--- config.mk ---
export PLATFORM = sky130hd
export DESIGN_NAME = affineAddrGen
export DESIGN_NICKNAME = d
export VERILOG_FILES = /design/src/hdl/memUnitPkg.sv /design/src/hdl/affineAddrGen.sv
export VERILOG_INCLUDE_DIRS = /design/src /design/src/include
export SDC_FILE = /design/constraint.sdc
export NUM_CORES = 1
export LEC_CHECK = 0
export BUFFER_PORTS_ARGS = -buffer_cell sky130_fd_sc_hd__buf_2
export CAP_MARGIN = 20
export CELL_PAD_IN_SITES_DETAIL_PLACEMENT = 0
export CELL_PAD_IN_SITES_GLOBAL_PLACEMENT = 1
export CORE_ASPECT_RATIO = 0.5
export CORE_MARGIN = 2
export CORE_UTILIZATION = 46
export DETAILED_ROUTE_END_ITERATION = 10
export MAX_ROUTING_LAYER = met4
export PLACE_DENSITY = 0.95
export SLEW_MARGIN = 20
export SYNTH_ARGS = -nofsm -noshare
export SYNTH_HDL_FRONTEND = slang
export SYNTH_SLANG_ARGS = --single-unit
--- constraint.sdc ---
create_clock -name clk -period 6 [get_ports clk]
set_input_delay 0.6 -clock clk [delete_from_list [all_inputs] [get_ports clk]]
set_output_delay 0.6 -clock clk [all_outputs]
set_load 0.005 [all_outputs]
--- src/include/memUnit_cfg.svh ---
`ifndef MEMUNIT_CFG_SVH
`define MEMUNIT_CFG_SVH

// ram address width and width of counts and strides
`define MEM_ADDR_W 10

// datapath word
`define DATA_W 32

// period, duty and start delay
`define PERIOD_W 5

// words on the datapath input bus
`define N_SOURCES 8

// source select width is log2 of N_SOURCES
`define N_W 3

`endif
--- src/hdl/memUnitPkg.sv ---
`default_nettype none

`include "memUnit_cfg.svh"

package memUnitPkg;

   typedef logic [`MEM_ADDR_W-1:0] addrT;

   typedef logic [`DATA_W-1:0] wordT;

   // one port's configuration word with the first field at the msb end
   typedef struct packed {
      addrT                 iter;
      logic [`PERIOD_W-1:0] per;
      logic [`PERIOD_W-1:0] duty;
      // flowIn word feeding this port
      logic [`N_W-1:0]      sel;
      addrT                 start;
      addrT                 incr;
      addrT                 shift;
      logic [`PERIOD_W-1:0] delay;
      logic                 reverse;
      // input word addresses the other port
      logic                 ext;
      logic                 inWr;
      // outer loop
      addrT                 iter2;
      addrT                 shift2;
   } memPortCfgT;

endpackage

`default_nettype wire

--- src/hdl/affineAddrGen.sv ---
`timescale 1ns/1ps
`default_nettype none

`include "memUnit_cfg.svh"

module affineAddrGen
   import memUnitPkg::*;
(
   input  logic                 clk,
   input  logic                 rstN,
   input  logic                 run,
   input  addrT                 iter,
   input  logic [`PERIOD_W-1:0] per,
   input  logic [`PERIOD_W-1:0] duty,
   input  addrT                 start,
   input  addrT                 incr,
   input  addrT                 shift,
   input  logic [`PERIOD_W-1:0] delay,
   input  addrT                 iter2,
   input  addrT                 shift2,
   output addrT                 genAddr,
   output logic                 memEn,
   output logic                 done
);

   // zero counts behave as one
   logic [`PERIOD_W-1:0] perEff;
   addrT                 iterEff;
   addrT                 iter2Eff;

   logic                 launch;
   logic                 waiting;
   logic                 active;
   logic [`PERIOD_W-1:0] delayCnt;

   logic [`PERIOD_W-1:0] perCnt;
   addrT                 innerCnt;
   addrT                 outerCnt;
   logic                 lastK;
   logic                 lastJ;
   logic                 lastI;

   addrT                 curAddr;
   addrT                 innerBase;
   addrT                 outerBase;

   assign perEff   = (per == '0) ? `PERIOD_W'(1) : per;
   assign iterEff  = (iter == '0) ? addrT'(1) : iter;
   assign iter2Eff = (iter2 == '0) ? addrT'(1) : iter2;

   // runs while busy are dropped
   assign launch = run & done;

   assign lastK = (perCnt == perEff - 1'b1);
   assign lastJ = (innerCnt == iterEff - 1'b1);
   assign lastI = (outerCnt == iter2Eff - 1'b1);

   // phase control
   always_ff @(posedge clk)
   begin
      if (!rstN)
      begin
         done     <= 1'b1;
         waiting  <= 1'b0;
         active   <= 1'b0;
         delayCnt <= '0;
      end
      else if (launch)
      begin
         done     <= 1'b0;
         waiting  <= (delay != '0);
         active   <= (delay == '0);
         delayCnt <= delay - 1'b1;
      end
      else if (waiting)
      begin
         if (delayCnt == '0)
         begin
            waiting <= 1'b0;
            active  <= 1'b1;
         end
         else
         begin
            delayCnt <= delayCnt - 1'b1;
         end
      end
      else if (active & lastK & lastJ & lastI)
      begin
         active <= 1'b0;
         done   <= 1'b1;
      end
   end

   // loop counters with period innermost
   always_ff @(posedge clk)
   begin
      if (!rstN || launch)
      begin
         perCnt   <= '0;
         innerCnt <= '0;
         outerCnt <= '0;
      end
      else if (active)
      begin
         if (!lastK)
         begin
            perCnt <= perCnt + 1'b1;
         end
         else
         begin
            perCnt <= '0;
            if (!lastJ)
            begin
               innerCnt <= innerCnt + 1'b1;
            end
            else
            begin
               innerCnt <= '0;
               outerCnt <= outerCnt + 1'b1;
            end
         end
      end
   end

   // start + i*shift2 + j*shift + k*incr kept as running sums
   always_ff @(posedge clk)
   begin
      if (launch)
      begin
         curAddr   <= start;
         innerBase <= start;
         outerBase <= start;
      end
      else if (active)
      begin
         if (!lastK)
         begin
            curAddr <= curAddr + incr;
         end
         else if (!lastJ)
         begin
            innerBase <= innerBase + shift;
            curAddr   <= innerBase + shift;
         end
         else
         begin
            outerBase <= outerBase + shift2;
            innerBase <= outerBase + shift2;
            curAddr   <= outerBase + shift2;
         end
      end
   end

   assign genAddr = curAddr;
   assign memEn   = active & (perCnt < duty);

endmodule

`default_nettype wire

==> impl_metrics.json <==
{
  "arrival_ns": 4.17,
  "port_buffers": 89,
  "path_buf_inv": 1,
  "dr.pass1.iters": 4,
  "max_stage_delay_ns": 0.95,
  "antenna_found_initial": 0,
  "synth.cell_area_um2": 5090,
  "crit_path_end_kind": "register",
  "grt_pass1_wl_um": 19800,
  "outcome": "finished clean",
  "clock_sinks": 63,
  "synth_cell_type_count": 58,
  "fillers": 1031,
  "pwr_density_cell_nw_per_um2": 256,
  "dieArea_um2": 12000,
  "drc_errors": 0,
  "clock_path_buffers": 2,
  "swShare": 0.314,
  "synthTopCellsByArea": "edfxtp_1 18%, dfxtp_1 13%, ha_1 9.3%",
  "synth_top_area_share": 0.177,
  "syn_avg_cell_area_um2": 8.60,
  "synthArstFlopShare": 0,
  "yosys.area.top_type": "edfxtp_1",
  "r2r_cells": 7,
  "std_cell_rows": 27,
  "clock-skew-final_ns": 0.00805,
  "path_clk_slew_ns": 0.06,
  "ys_seq_elements": 63,
  "cts-root-buf": "clkbuf_16",
  "ctsHoldBuffers": 0,
  "syn2layout_area_growth_pct": 17.2,
  "cts_setup_buffers": 0,
  "final-max-slew-violation-count": 0,
  "routed_via_density": 5.60,
  "gp_congestion": 0.867,
  "synthTopCellsByCount": "58 x nor2_1, 46 x nand2_1, 38 x a21oi_1, 38 x ha_1, 38 x xnor2_1",
  "rsz0062_at_grt": "false",
  "critical-path-top-delay-family": "compound AO/OA/AOI/OAI gates",
  "yosysWarnings": 0,
  "min_to": "delayCnt[0]",
  "drive_gt1_frac": 0.178,
  "pwr-share-seq": 0.352,
  "grt_pass1_vias": 4343,
  "hold_violations": 0,
  "fin_crit_sh": 0.670,
  "path_common_cell": "nor4_1",
  "netlist_instances": 592,
  "grt_usage": 0.209,
  "die_y_um": 78.4,
  "post-route-min-period_ns": 4.02,
  "hold_path.class": "reg -> reg",
  "worstSkewPairLatency_ns": 0.33,
  "crit_path_top_delay_cell": "a2111oi_0",
  "htreeDepth": 3,
  "holdWs_ns": 0.499,
  "die_w_um": 153,
  "layout.nets": 801,
  "power.leakage_nw": 2.41,
  "synth.most_common_cell": "nor2_1",
  "cts_resized": 0,
  "synth_nets": 711,
  "multiInputGateArea_um2": 3350,
  "r2r_start": "innerCnt[5]",
  "ff2ff_setup_slack_ns": 2.86,
  "crit_fanout": 9,
  "worstPathRequired_ns": 6.15,
  "synth_edf_count": 30,
  "p_sw_uw": 480,
  "relSlewSlack": 0.313,
  "hpwlAfterDp_um": 9280,
  "setup_viol": 0,
  "ant_nets": 0,
  "cts_buffers": 9,
  "cts_tree": "done",
  "p_int_mw": 1.05,
  "overflow": 0,
  "antenna_cells": 0,
  "first_iter_violations": 212,
  "crit_path_start_kind": "input pin",
  "initial_core_util": 0.468,
  "wirelength_um": 12000,
  "fin_cells": 832,
  "hp-start": "delayCnt[0]",
  "r2r_end": "genAddr[5]",
  "synth_ff_type": "dfxtp_1",
  "dp.cells": 816,
  "final-seq-area_um2": 1560,
  "timing.max_cap.violations": 0,
  "synth-seq-area-share": 0.307,
  "finalSetupTns_ns": 0,
  "crit_chain": "buf_2 > nor4_1 > a31oi_1 > ha_1 > nor3b_1 > and3_1 > nor4_1 > o2111ai_1 > a2111oi_0 > a211oi_1 > a221oi_1",
  "pwr-share-comb": 0.323,
  "core_um2": 10900,
  "ir_drop_uv": 134,
  "grt_max_degree": 42,
  "pre_cts_ws_ns": 1.79,
  "worst_slack_ns": 1.98,
  "p_clk_frac": 0.325,
  "num_io_pins": 90,
  "worstHoldPathCells": 2,
  "tightestPinTransition_ns": 1.00,
  "vias": 4662,
  "crit_type": "in -> reg",
  "fmax_ghz": 0.249,
  "drt-wirelength-per-cell_um": 14.5
}
## cell families after synthesis
logic type / share of synthesized area
AND/OR/NAND/NOR: 0.216
AO/OA/AOI/OAI: 0.188
flip-flops: 0.307
XOR/XNOR: 0.0997
buffers and inverters: 0.0366
adder cells (fa/ha/maj): 0.105
multiplexers: 0.0472
## flip-flops by register name (all words and copies together) (netlist names)
signal     flops
active         1
delayCnt       5
done           1
genAddr       10
innerBase     10
innerCnt      10
outerBase     10
outerCnt      10
perCnt         5
waiting        1
## power by group through the flow
stage	Combinational (mW)	Clock (mW)	Sequential [mW]
final	0.494	0.497	0.537
after global routing	0.553	0.523	0.542
after CTS	0.495	0.506	0.538
after detailed placement	0.491	0	0.546
after global placement	0.481	0	0.545
after floorplan	0.359	0	0.542
## cell usage in the layout, fill, tap and decap left out, types with 4 or more instances in the layout
master and instances:
buf_2 89, nor2_1 58, nand2_1 46, a21oi_1 38, xnor2_1 38, ha_1 38
dfxtp_1 33, inv_1 30, edfxtp_1 30, o21ai_0 25, nand3_1 23, xor2_1 20
nor3_1 16, mux2i_1 15, or4_1 13, nand2b_1 12, nor2b_1 11, a31oi_1 9
clkbuf_16 9, nor4_1 8, o31ai_1 8, a21o_1 7, a211oi_1 7, nand4_1 7
and3_1 7, mux2_2 6, and2_1 5, or3_1 5, a2111oi_0 5, buf_4 5
o211ai_1 4, nor3b_1 4, o21a_1 4, a2111o_1 4
## worst min-delay path, cell delays in order (launching register included)
cell and delay [ns]:
dfxtp_1 0.32, nand3_1 0.06, a21boi_0 0.06
## worst max path at each step
| stage | cells past startpoint | endpoint | from |
|---|---|---|---|
| final | 11 | genAddr[5] | iter[5] |
| after global routing | 11 | genAddr[5] | iter[5] |
| after CTS | 11 | genAddr[5] | iter[5] |
| after detailed placement | 11 | genAddr[9] | iter[5] |
| after global placement | 11 | genAddr[9] | iter[5] |
| after floorplan | 11 | innerBase[1] | iter[5] |
## cell type report
type / count / area share
multi-input combinational: 484 / 0.560
timing repair buffer: 94 / 0.0809
sequential: 63 / 0.261
inverter: 30 / 0.0189
clock buffer: 13 / 0.0453
clock inverter: 3 / 0.00293
tap: 145 / 0.0304
## per-layer routing
metal | GRT usage | up-vias | routed length [µm]
met3 | 0.0536 | 20 | 696
met5 | - | - | 0
met2 | 0.352 | 104 | 5720
li1 | - | 2382 | -
met1 | 0.254 | 2156 | 5470
met4 | 0.0546 | 0 | 144
## metrics by stage
| stage | power, mW | area, µm² | utilization |
|---|---|---|---|
| finish | 1.53 | 5970 | 0.549 |
| global route | 1.62 | 5970 | 0.549 |
| CTS | 1.54 | 5970 | 0.549 |
| detailed placement | 1.04 | 5680 | 0.523 |
| global placement | 1.03 | 5680 | 0.523 |
| floorplan | 0.900 | 5090 | - |
Power figures use the tool's default switching activity.
